[src/rtl/p4_stats_pkg.sv]
// Shared types and limits for the ingress port statistics block
// Beat taps, counter records and frame length classification bounds

package p4_stats_pkg;

    //////////////////////////////////////////////////////////////////////
    // Sizes and limits

    localparam int CNT_WIDTH       = 32;
    localparam int FRAME_LEN_WIDTH = 16;

    // Frame length bounds in bytes
    localparam int PACKET_MIN_BLEN = 64;
    localparam int MTU_BYTES       = 1500;

    localparam int NUM_PORTS = 2;

    // Bit positions in the enable and clear vectors
    localparam int PORT_8B  = 0;
    localparam int PORT_32B = 1;

    //////////////////////////////////////////////////////////////////////
    // Stream beat taps

    // Payload is not carried, only what counting needs
    typedef struct packed {
        logic       tvalid;
        logic       tready;
        logic       tlast;
        logic [0:0] tkeep;
    } beat_8b_t;

    typedef struct packed {
        logic       tvalid;
        logic       tready;
        logic       tlast;
        logic [3:0] tkeep;
    } beat_32b_t;

    //////////////////////////////////////////////////////////////////////
    // Counter and frame records

    typedef struct packed {
        logic [CNT_WIDTH-1:0] frames;
        logic [CNT_WIDTH-1:0] bytes;
        logic [CNT_WIDTH-1:0] runts;
        logic [CNT_WIDTH-1:0] oversize;
    } port_cnts_t;

    // One record per completed frame, done is a single cycle pulse
    typedef struct packed {
        logic                       done;
        logic [FRAME_LEN_WIDTH-1:0] length;
        logic                       runt;
        logic                       oversize;
    } frame_info_t;

endpackage

[src/rtl/frame_length_tracker.sv]
// Frame length tracker for one tapped ingress port
// Sums accepted bytes per frame and classifies the frame at tlast

`timescale 1ns/1ps

module frame_length_tracker import p4_stats_pkg::*; #(
    parameter type beat_t = beat_8b_t
) (
    input  logic        phys_port_clk_ifc,
    input  logic        rst_n,
    input  beat_t       beat,
    input  logic        enable,
    input  logic        clear,
    output frame_info_t frame
);

    logic                       beat_accepted;
    logic [FRAME_LEN_WIDTH-1:0] beat_bytes;
    logic [FRAME_LEN_WIDTH:0]   len_sum;
    logic [FRAME_LEN_WIDTH-1:0] len_next;
    logic [FRAME_LEN_WIDTH-1:0] run_len;

    logic                       done_q;
    logic [FRAME_LEN_WIDTH-1:0] length_q;
    logic                       runt_q;
    logic                       oversize_q;

    // Disabled ports ignore the beat entirely
    assign beat_accepted = beat.tvalid & beat.tready & enable;

    // Keep bits are contiguous from lane 0, so the popcount is the byte count
    always_comb begin
        beat_bytes = '0;
        for (int i = 0; i < $bits(beat.tkeep); i++) begin
            beat_bytes = beat_bytes + FRAME_LEN_WIDTH'(beat.tkeep[i]);
        end
    end

    // Saturating running length
    assign len_sum  = {1'b0, run_len} + {1'b0, beat_bytes};
    assign len_next = len_sum[FRAME_LEN_WIDTH] ? '1 : len_sum[FRAME_LEN_WIDTH-1:0];

    always_ff @(posedge phys_port_clk_ifc or negedge rst_n) begin
        if (!rst_n) begin
            run_len <= '0;
            done_q  <= 1'b0;
        end else if (clear) begin
            run_len <= '0;
            done_q  <= 1'b0;
        end else begin
            done_q <= beat_accepted & beat.tlast;
            if (beat_accepted) begin
                run_len <= beat.tlast ? '0 : len_next;
            end
        end
    end

    //////////////////////////////////////////////////////////////////////
    // Completed frame record

    always_ff @(posedge phys_port_clk_ifc) begin
        if (beat_accepted && beat.tlast) begin
            length_q   <= len_next;
            runt_q     <= len_next < FRAME_LEN_WIDTH'(PACKET_MIN_BLEN);
            oversize_q <= len_next > FRAME_LEN_WIDTH'(MTU_BYTES);
        end
    end

    assign frame.done     = done_q;
    assign frame.length   = length_q;
    assign frame.runt     = runt_q;
    assign frame.oversize = oversize_q;

endmodule

[src/rtl/p4_port_stats_top.sv]
// Ingress statistics top level for the 8-bit and 32-bit physical ports
// Two per-port counter blocks and the aggregator for the totals

`timescale 1ns/1ps

module p4_port_stats_top import p4_stats_pkg::*; (
    input  logic                 phys_port_clk_ifc,
    input  logic                 rst_n,
    input  beat_8b_t             ing_8b_beat,
    input  beat_32b_t            ing_32b_beat,
    input  logic [NUM_PORTS-1:0] ports_enable,
    input  logic [NUM_PORTS-1:0] cnts_clear,
    output port_cnts_t           port_8b_cnts,
    output port_cnts_t           port_32b_cnts,
    output port_cnts_t           total_cnts
);

    //////////////////////////////////////////////////////////////////////
    // Per-port statistics

    phys_port_stats #(
        .beat_t ( beat_8b_t )
    ) u_port_8b (
        .phys_port_clk_ifc ( phys_port_clk_ifc     ),
        .rst_n             ( rst_n                 ),
        .beat              ( ing_8b_beat           ),
        .enable            ( ports_enable[PORT_8B] ),
        .clear             ( cnts_clear[PORT_8B]   ),
        .cnts              ( port_8b_cnts          )
    );

    phys_port_stats #(
        .beat_t ( beat_32b_t )
    ) u_port_32b (
        .phys_port_clk_ifc ( phys_port_clk_ifc      ),
        .rst_n             ( rst_n                  ),
        .beat              ( ing_32b_beat           ),
        .enable            ( ports_enable[PORT_32B] ),
        .clear             ( cnts_clear[PORT_32B]   ),
        .cnts              ( port_32b_cnts          )
    );

    //////////////////////////////////////////////////////////////////////
    // Totals

    stats_aggregator u_stats_aggregator (
        .phys_port_clk_ifc ( phys_port_clk_ifc ),
        .rst_n             ( rst_n             ),
        .port_8b_cnts      ( port_8b_cnts      ),
        .port_32b_cnts     ( port_32b_cnts     ),
        .total_cnts        ( total_cnts        )
    );

endmodule

[src/rtl/phys_port_stats.sv]
// Statistics counters for one tapped ingress port
// Counts frames, bytes, runts and oversize frames with enable and clear

`timescale 1ns/1ps

module phys_port_stats import p4_stats_pkg::*; #(
    parameter type beat_t = beat_8b_t
) (
    input  logic       phys_port_clk_ifc,
    input  logic       rst_n,
    input  beat_t      beat,
    input  logic       enable,
    input  logic       clear,
    output port_cnts_t cnts
);

    frame_info_t          frame;
    logic [CNT_WIDTH-1:0] frame_bytes;
    port_cnts_t           cnts_q;
    port_cnts_t           cnts_next;

    //////////////////////////////////////////////////////////////////////
    // Frame length tracking

    frame_length_tracker #(
        .beat_t ( beat_t )
    ) u_frame_length_tracker (
        .phys_port_clk_ifc ( phys_port_clk_ifc ),
        .rst_n             ( rst_n             ),
        .beat              ( beat              ),
        .enable            ( enable            ),
        .clear             ( clear             ),
        .frame             ( frame             )
    );

    assign frame_bytes = {{(CNT_WIDTH-FRAME_LEN_WIDTH){1'b0}}, frame.length};

    //////////////////////////////////////////////////////////////////////
    // Counter update

    always_comb begin
        cnts_next = cnts_q;
        if (frame.done) begin
            cnts_next.frames   = cnts_q.frames + CNT_WIDTH'(1);
            cnts_next.bytes    = cnts_q.bytes + frame_bytes;
            cnts_next.runts    = cnts_q.runts + CNT_WIDTH'(frame.runt);
            cnts_next.oversize = cnts_q.oversize + CNT_WIDTH'(frame.oversize);
        end
    end

    // Clear wins over a frame completing in the same cycle
    always_ff @(posedge phys_port_clk_ifc or negedge rst_n) begin
        if (!rst_n) begin
            cnts_q <= '0;
        end else if (clear) begin
            cnts_q <= '0;
        end else begin
            cnts_q <= cnts_next;
        end
    end

    assign cnts = cnts_q;

endmodule

[src/rtl/stats_aggregator.sv]
// Router-wide totals over both tapped ingress ports
// Registered field-wise sums of the per-port counters

`timescale 1ns/1ps

module stats_aggregator import p4_stats_pkg::*; (
    input  logic       phys_port_clk_ifc,
    input  logic       rst_n,
    input  port_cnts_t port_8b_cnts,
    input  port_cnts_t port_32b_cnts,
    output port_cnts_t total_cnts
);

    port_cnts_t sum_cnts;
    port_cnts_t total_q;

    //////////////////////////////////////////////////////////////////////
    // Field-wise adders

    always_comb begin
        sum_cnts.frames   = port_8b_cnts.frames + port_32b_cnts.frames;
        sum_cnts.bytes    = port_8b_cnts.bytes + port_32b_cnts.bytes;
        sum_cnts.runts    = port_8b_cnts.runts + port_32b_cnts.runts;
        sum_cnts.oversize = port_8b_cnts.oversize + port_32b_cnts.oversize;
    end

    // One cycle behind the port counters
    always_ff @(posedge phys_port_clk_ifc or negedge rst_n) begin
        if (!rst_n) begin
            total_q <= '0;
        end else begin
            total_q <= sum_cnts;
        end
    end

    assign total_cnts = total_q;

endmodule

[config.mk]
export PLATFORM = sky130hd
export DESIGN_NAME = p4_port_stats_top
export DESIGN_NICKNAME = d
export VERILOG_FILES = /design/src/rtl/p4_stats_pkg.sv /design/src/rtl/frame_length_tracker.sv /design/src/rtl/p4_port_stats_top.sv /design/src/rtl/phys_port_stats.sv /design/src/rtl/stats_aggregator.sv
export SDC_FILE = /design/constraint.sdc
export NUM_CORES = 1
export LEC_CHECK = 0
export BUFFER_PORTS_ARGS = -buffer_cell sky130_fd_sc_hd__buf_2
export CORE_ASPECT_RATIO = 0.8
export CORE_MARGIN = 3
export CORE_UTILIZATION = 45
export DETAILED_ROUTE_END_ITERATION = 12
export HOLD_SLACK_MARGIN = 0.1
export PLACE_DENSITY = 0.68
export SYNTH_ARGS = -nofsm -noshare
export SYNTH_HDL_FRONTEND = slang
export SYNTH_HIERARCHICAL = 1
export SYNTH_SLANG_ARGS = --single-unit
[constraint.sdc]
create_clock -name phys_port_clk_ifc -period 2.95 [get_ports phys_port_clk_ifc]
set_input_delay 0.295 -clock phys_port_clk_ifc [delete_from_list [all_inputs] [get_ports phys_port_clk_ifc]]
set_output_delay 0.295 -clock phys_port_clk_ifc [all_outputs]
set_load 0.03 [all_outputs]
**Word level (Yosys, flattened, before mapping)**

Index checks and enable logic that the tools add are counted.

- Bits in registers: 454
- Input bits: 17
- Logic and storage cells: 69

- $add $sub $neg: 17
- Magnitude comparators: 4
- Muxes and demuxes: 14
- Bitwise operators: 6
- Reductions and logical operators: 6

Operator list:

| kind | count |
|---|---|
| 2-to-1 mux 128 bit | 4 |
| adder 32 x 1 -> 32 bit | 4 |
| adder 32 bit | 4 |
| 2-to-1 mux 16 bit | 8 |
| adder 32 x 1 -> 32 bit, second input constant | 2 |
| adder 32 x 16 -> 32 bit | 2 |
| > comparator 16 x 11 -> 1 bit, second input constant | 2 |
| less-than comparator 16 x 7 -> 1 bit, second input constant | 2 |
| adder 16 x 1 -> 17 bit | 1 |
| adder 16 x 4 -> 17 bit | 1 |
| nonzero test 2 bit | 4 |
| bitwise AND 1 bit | 6 |
| adder 3 x 1 -> 4 bit | 1 |
| adder 2 x 1 -> 3 bit | 1 |
| adder 1 x 1 -> 2 bit | 1 |
| logical AND 1 bit | 2 |
| 2-to-1 mux 1 bit | 2 |

**Longest topological paths before layout**

Gate-level depths: netlist of the first run.

- Depth after elaboration: 8
- Depth in mapped cells: 13
- Mapped depth without buffers: 11

**Modules after synthesis**

The synthesis of the first run kept the hierarchy.

By module, submodules not included:

| module | instances | cells an instance | area an instance (um^2) |
|---|---|---|---|
| stats_aggregator | 1 | 987 | 9502.9 |
| phys_port_stats (u_port_8b) | 1 | 750 | 7013.0 |
| phys_port_stats (u_port_32b) | 1 | 713 | 6939.2 |
| frame_length_tracker (u_port_32b.u_frame_length_tracker) | 1 | 174 | 1924.3 |
| frame_length_tracker (u_port_8b.u_frame_length_tracker) | 1 | 158 | 1809.2 |

**Least setup slack after synthesis of the first run**

Ideal clock, no wire load.

- Path kind: register -> register
- Start: register u_port_8b.cnts_q, in the netlist u_port_8b/cnts[96]
- End: register u_stats_aggregator.total_q, in the netlist u_stats_aggregator/total_cnts[122]
- Library setup time: 0.080 ns
- Arrival: 3.102 ns
- Slack: -0.232 ns
- Cell stages (with the launch flop): 12
- Path through: dfrtp_1 > ha_1 > fa_1 > a21oi_1 > o21ai_1 > a2111oi_2 > o31ai_1 > o211ai_2 > a2111oi_0 > o41a_1 > a41oi_1 > xnor2_1

RTL lines:

| item | RTL line | RTL |
|---|---|---|
| from (decl) | phys_port_stats.sv:19 | `port_cnts_t cnts_q;` |
| from (signal assigned) | phys_port_stats.sv:58 | `cnts_q <= cnts_next;` |
| to (signal assigned) | stats_aggregator.sv:32 | `total_q <= sum_cnts;` |
| to (decl) | stats_aggregator.sv:15 | `port_cnts_t total_q;` |

==> results.ini, run 1 <==
[status]
outcome=finished, violations left
violations=setup timing

[timing]
setup_viol=2
fin_ws_ns=-0.0674
whs_ns=0.143
hold_viol_final=0
skew_ns=0.0145
tightest_slew_ns=1.22
rsz0062_at_grt=true
maxSlewHeadroom_pct=18.4
finalCriticalPeriod_ns=3.02
drv_slew=0
fmax_ghz=0.331
min_period_over_period_pct=102

[detailed_routing]
drc=0
wl_per_cell_um=20.6
routed_wl_um=86300
vias=24200
viasPerCell=5.78
ant_nets=0
first_iter_violations=2189
drt_pass1_iterations=6

[clocking]
htree_num_levels=2
cts_tree=built
cts_buffers=50
clkTransAtPathRegs_ns=0.06
insertion_delay_ns=0.60
clockBufferDepth=3
cts-root-buf=clkbuf_16
numClockSinks=454

[synthesis]
synth_area_leaders=dfrtp_1, ha_1, xor2_1
netlist_area_um2=27200
ys_seq_area_share_pct=42.4
yosysUniqueCellTypes=106
yosys_warnings=6
synth.top_cell.area_share_pct=38.5
synth_area_per_cell_um2=9.77
netlist_instances=2782
ys_async_sr_fraction_pct=92.1
synth_edf_count=36
syn-num-nets=2977
ys_ff_latch=454
synth-main-ff-cell=dfrtp_1
synth_top_area_cell=dfrtp_1

[placement]
gp_congestion=0.980
hpwl_um=65900
port_buffers=400
place_area_um2=31600

[global_routing]
grt_pass1_vias=22900
grt_max_degree=124
grt_pass1_wl_um=133000
grt_usage_pct=26.5
grt_remaining_overflow=0
antenna_found_initial=0

[worst_setup_path]
critPathLaunchType=register
rr_startpoint=u_port_8b/cnts[32]$_DFFE_PN0P_
reg2reg_depth=11
critical_path_class=reg -> reg
critPathBufInv=0
cp_slowest_cell=dfrtp_2
cp.arrival_ns=3.49
r2r_slack_ns=-0.07
rr_endpoint=u_stats_aggregator/total_cnts[60]$_DFF_PN0_
path_max_fanout=3
slowest_delay_ns=0.42
crit_path_end_kind=register
path_cells=ha_4, fa_2, a21o_1, a41o_1, o211ai_2, a31oi_4, a221o_1, a211oi_2, o21bai_1, a311oi_2, xnor2_1
cpLargestDelayFamily=compound AO/OA/AOI/OAI gates
required_ns=3.42

[pwr]
p_int_mw=10.3
clockPowerShare_pct=47.4
power_switching_mw=3.19
p_leak_nw=17.5
p_sw_share_pct=23.6
p_comb_share_pct=5.5
seqPwrFrac_pct=47.1
peakVddDrop_mv=0.366
p_per_area_nw_per_um2=401

[worst_hold_path]
holdCritStartpoint=ing_8b_beat[1]
hold_path.class=in -> reg
whs_path_depth=3
hold_end=u_port_8b/u_frame_length_tracker/run_len[12]$_DFFE_PN0P_

[floorplan]
die_x_um=281
fp-row-count=79
coreArea_um2=58900
die_h_um=226
start_util_pct=46.2
dieArea_um2=63400
ios=401

[layout]
post-route-cell-area_um2=33700
antenna_cells=0
fin_nets=3581
nFillCells=5156
drive_gt1_share_pct=25.2
area_growth_pct=23.9

[run]
cap_viol_max_count=0

-- timing repair --
action / CTS / global route
hold buffers: 2 / 0
gates resized for setup: 19 / 42
pin swaps: 17 / 24
endpoints found under the hold margin: 78 / 0
endpoints found under the setup margin: 16 / 32
setup buffers: 6 / 8
-- cell usage in the layout, fill, tap and decap left out, drive strengths merged, types with 22 or more instances in the layout --
cell	instances
mux2i	27
a21oi	156
a21o	96
xnor2	142
or3	35
a22o	36
a31oi	24
o21bai	25
edfxtp	36
o21a	22
nor2b	32
nand3	121
nand4	76
buf	643
clkbuf	74
o21ai	95
nor3	45
xor2	191
inv	73
and2	25
nand2	203
and3	52
dfrtp	418
and4	29
ha	169
nor2	329
-- cells by family after synthesis --
group                    Yosys count  share of synthesized area [%]
AO/OA/AOI/OAI                    589                           15.1
XOR/XNOR                         333                           10.7
adder cells (fa/ha/maj)          178                           8.44
buffers and inverters            166                           2.53
flip-flops                       454                           42.4
multiplexers                      34                           1.28
AND/OR/NAND/NOR                 1028                           19.4
-- power by group through the flow --
stage	sequential, mW	combinational, mW	clock [mW]
6_report	6.36	0.745	6.39
5_1_grt	6.36	0.825	6.83
4_1_cts	6.36	0.746	6.56
3_5_place_dp	6.47	0.739	0
3_3_place_gp	6.47	0.723	0
2_1_floorplan	6.51	0.337	0
-- how the worst max path moves through the flow --
stage / from / endpoint / slack (ns) / depth (start not counted)
global route: u_port_32b/cnts[96]$_DFFE_PN0P_ / u_stats_aggregator/total_cnts[126]$_DFF_PN0_ / -0.12 / 11
detailed placement: u_port_8b/cnts[96]$_DFFE_PN0P_ / u_stats_aggregator/total_cnts[122]$_DFF_PN0_ / -0.22 / 11
CTS: u_port_8b/cnts[96]$_DFFE_PN0P_ / u_stats_aggregator/total_cnts[126]$_DFF_PN0_ / -0.02 / 11
finish: u_port_8b/cnts[32]$_DFFE_PN0P_ / u_stats_aggregator/total_cnts[60]$_DFF_PN0_ / -0.07 / 11
global placement: u_port_8b/cnts[96]$_DFFE_PN0P_ / u_stats_aggregator/total_cnts[122]$_DFF_PN0_ / -0.20 / 11
floorplan: u_port_8b/cnts[96]$_DFFE_PN0P_ / u_stats_aggregator/total_cnts[122]$_DFF_PN0_ / -0.05 / 11
-- sequential cells by signal (all words and copies together) (netlist names) --
register	flops
u_port_8b/u_frame_length_tracker/runt_q	1
u_port_32b/cnts	128
u_port_32b/u_frame_length_tracker/runt_q	1
u_port_32b/u_frame_length_tracker/done_q	1
u_port_8b/u_frame_length_tracker/length_q	16
u_port_32b/u_frame_length_tracker/oversize_q	1
u_stats_aggregator/total_cnts	128
u_port_32b/u_frame_length_tracker/length_q	16
u_port_8b/u_frame_length_tracker/done_q	1
u_port_32b/u_frame_length_tracker/run_len	16
u_port_8b/u_frame_length_tracker/run_len	16
u_port_8b/cnts	128
u_port_8b/u_frame_length_tracker/oversize_q	1
-- stage by stage --
step | worst slack (ns) | utilization [%] | cells | TNS, ns | power [mW]
after floorplan | -0.0469 | - | 2782 | -0.0469 | 6.85
after global placement | -0.200 | 53.7 | 4087 | -0.709 | 7.20
final | -0.0674 | 57.2 | 4194 | -0.0682 | 13.5
after CTS | -0.0225 | 56.7 | 4186 | -0.0426 | 13.7
after detailed placement | -0.220 | 53.7 | 4087 | -1.35 | 7.21
after global routing | -0.124 | 57.2 | 4194 | -0.464 | 14.0
-- per-layer routing --
layer	wire length, um	vias to the layer above	track usage (%)
li1	-	11200	-
met1	38400	11900	37.5
met2	37500	975	39.6
met3	7310	148	6.26
met4	3110	0	9.47
met5	0	-	0
-- cell usage after synthesis, drive strengths merged, types with 6 or more instances --
master and instances:
o211ai 21, nand4 76, a31oi 24, and4 29
a41oi 10, a2111oi 10, or3 35, a21oi 156
o31ai 9, fa 9, buf 34, nand2b 20
xor2 191, clkbuf 59, a22o 36, nor4 19
a211oi 17, inv 73, nor2 329, nor2b 32
or2 11, o21bai 25, and2 25, xnor2 142
dfrtp 418, nand3 121, mux2i 27, nor3 45
and3 52, ha 169, edfxtp 36, mux2 7
or4 7, nand3b 6, a21o 96, o21a 22
nand2 203, o21ai 95, o2111ai 7
-- final cells by class --
type	count	area, um^2	share of cell area, %
clock buffers	74	1500	4.44
clock inverters	17	166	0.494
inverters	73	274	0.814
multi-input cells	2162	15300	45.4
flip-flops and latches	454	11600	34.3
well taps	769	962	2.86
repair buffers	645	3950	11.7
-- worst min-delay path, stage by stage --
cell and delay, ns:
buf_2 0.09, or3_1 0.21, o21ai_0 0.10
Note: power is estimated with default switching activity, not from simulation.
==> run 2, diff against run 1 <==
--- a/config.mk
+++ b/config.mk
@@ -11,6 +11,7 @@
 export CORE_UTILIZATION = 45
 export DETAILED_ROUTE_END_ITERATION = 12
 export HOLD_SLACK_MARGIN = 0.1
+export MAX_ROUTING_LAYER = met4
 export PLACE_DENSITY = 0.68
 export SYNTH_ARGS = -nofsm -noshare
 export SYNTH_HDL_FRONTEND = slang
==> results.ini, run 2 (synthesis gave the netlist of run 1 again) <==
[worst_setup_path]
critPathLaunchType=register
cp-startpoint=u_port_32b/cnts[96]$_DFFE_PN0P_
crit_path_end_kind=register
cp_slowest_cell=a2111oi_4
rr_startpoint=u_port_32b/cnts[96]$_DFFE_PN0P_
cp.arrival_ns=3.49
path_max_fanout=3
required_ns=3.45
critical_path.endpoint=u_stats_aggregator/total_cnts[122]$_DFF_PN0_
critical_path_class=reg -> reg
reg2reg_depth=11
slowest_delay_ns=0.44
r2r_slack_ns=-0.04
rr_endpoint=u_stats_aggregator/total_cnts[122]$_DFF_PN0_
path_cells=ha_4, fa_2, a21oi_4, o21ai_2, a2111oi_4, o31ai_4, o211ai_2, a2111oi_2, o41a_1, a41oi_2, xnor2_1

[clocking]
htree_num_levels=2
cts_tree=built
insertion_delay_ns=0.60
cts-root-buf=clkbuf_16
clockBufferDepth=3
clkTransAtPathRegs_ns=0.06
cts_buffers=50
numClockSinks=454

[pwr]
p_leak_nw=17.6
p_per_area_nw_per_um2=415
peakVddDrop_mv=0.362

[timing]
rsz0062_at_grt=true
whs_ns=0.136
drv_slew=0
min_period_over_period_pct=102
hold_viol_final=0
tightest_slew_ns=1.25
fmax_ghz=0.334
finalCriticalPeriod_ns=2.99
fin_ws_ns=-0.0449
skew_ns=0.0207
setup_viol=2
maxSlewHeadroom_pct=16.5

[global_routing]
antenna_found_initial=0
grt_max_degree=95
grt_remaining_overflow=0
grt_usage_pct=27.2
grt_pass1_wl_um=133000
grt_pass1_vias=23100

[detailed_routing]
viasPerCell=5.71
wl_per_cell_um=20.6
drc=0
first_iter_violations=2084
vias=23900
routed_wl_um=86100
ant_nets=0
drt_pass1_iterations=5

[placement]
gp_congestion=0.973
port_buffers=400
hpwl_um=65700
place_ws_ns=-0.283

[floorplan]
coreArea_um2=58900
die_h_um=226
dieArea_um2=63400
ios=401
die_x_um=281
fp-row-count=79
start_util_pct=46.2

[layout]
final_common_cell=dfrtp_1
antenna_cells=0
fin_nets=3571
drive_gt1_share_pct=25.0
mostFrequentLayoutCells=dfrtp_1, buf_2, nor2_1, buf_4, nand2_1
area_growth_pct=24.2

[status]
outcome=finished, violations left
violations=setup timing

[worst_hold_path]
holdCritStartpoint=ing_8b_beat[1]
hold_path.class=in -> reg

[run]
cap_viol_max_count=0

-- run 2: cell types whose count changed in the layout (fill, tap and decap cells not counted), sizes merged --
cell	previous run	this run
dlygate4sd3	2	3
inv	73	74
clkinvlp	3	2
clkinv	11	16
clkbuf	74	67
bufinv	3	8
buf	643	632
-- run 2: what timing repair did --
item,4_1_cts,5_1_grt
hold buffers,3,0
pin swaps,20,29
hold endpoints to repair,89,0
setup endpoints to repair,20,36
gates resized for setup,20,45
setup buffers,3,9
-- run 2: worst min-delay path by stage --
stage / cells after the start / slack [ns] / end
2_1_floorplan: 0 / -0.0006 / u_port_32b/cnts[0]$_DFFE_PN0P_
3_3_place_gp: 1 / 0.35 / u_stats_aggregator/total_cnts[38]$_DFF_PN0_
3_5_place_dp: 1 / 0.38 / u_stats_aggregator/total_cnts[39]$_DFF_PN0_
4_1_cts: 3 / 0.11 / u_port_8b/u_frame_length_tracker/run_len[12]$_DFFE_PN0P_
5_1_grt: 3 / 0.16 / u_port_8b/u_frame_length_tracker/run_len[14]$_DFFE_PN0P_
6_report: 3 / 0.14 / u_port_8b/u_frame_length_tracker/run_len[13]$_DFFE_PN0P_
-- run 2: worst max-delay path, delay by kind of cell, from the launching register on --
| kind | cells | cell delay (ns) |
|---|---|---|
| XOR/XNOR | 1 | 0.15 |
| AO/OA/AOI/OAI | 8 | 1.78 |
| adder cells (fa/ha/maj) | 2 | 0.53 |
| flip-flops | 1 | 0.43 |
-- run 2: layer usage --
layer / part of all wire, % / global-route usage [%] / routed length, um / vias up
li1: - / - / - / 11200
met1: 45 / 37.7 / 39100 / 11700
met2: 44 / 40.2 / 37600 / 838
met3: 7.8 / 5.71 / 6720 / 157
met4: 3.2 / 8.37 / 2730 / 0
met5: 0 / - / 0 / -
-- run 2: metrics by stage --
step	setup TNS [ns]	total power, mW	util [%]	cell area (um^2)	cells
6_report	-0.0552	14.0	57.3	33800	4187
3_5_place_dp	-1.96	7.20	53.5	31500	4079
5_1_grt	-0.771	14.5	57.3	33800	4187
3_3_place_gp	-0.943	7.19	53.5	31500	4079
2_1_floorplan	-0.0469	6.85	-	27200	2782
4_1_cts	-0.0323	14.1	56.9	33500	4179
-- run 2: power breakdown --
group          switching, mW  total (mW)  internal, mW
Sequential            0.0315        6.36          6.33
Clock                   2.73        6.93          4.20
Combinational          0.511       0.729         0.218
-- run 2: layout make-up --
cell class,count,area (um^2)
clock buffers,67,1470
fillers,5127,25100
multi-input cells,2162,15300
well taps,769,962
inverters,73,274
flip-flops and latches,454,11600
repair buffers,635,3860
clock inverters,27,344
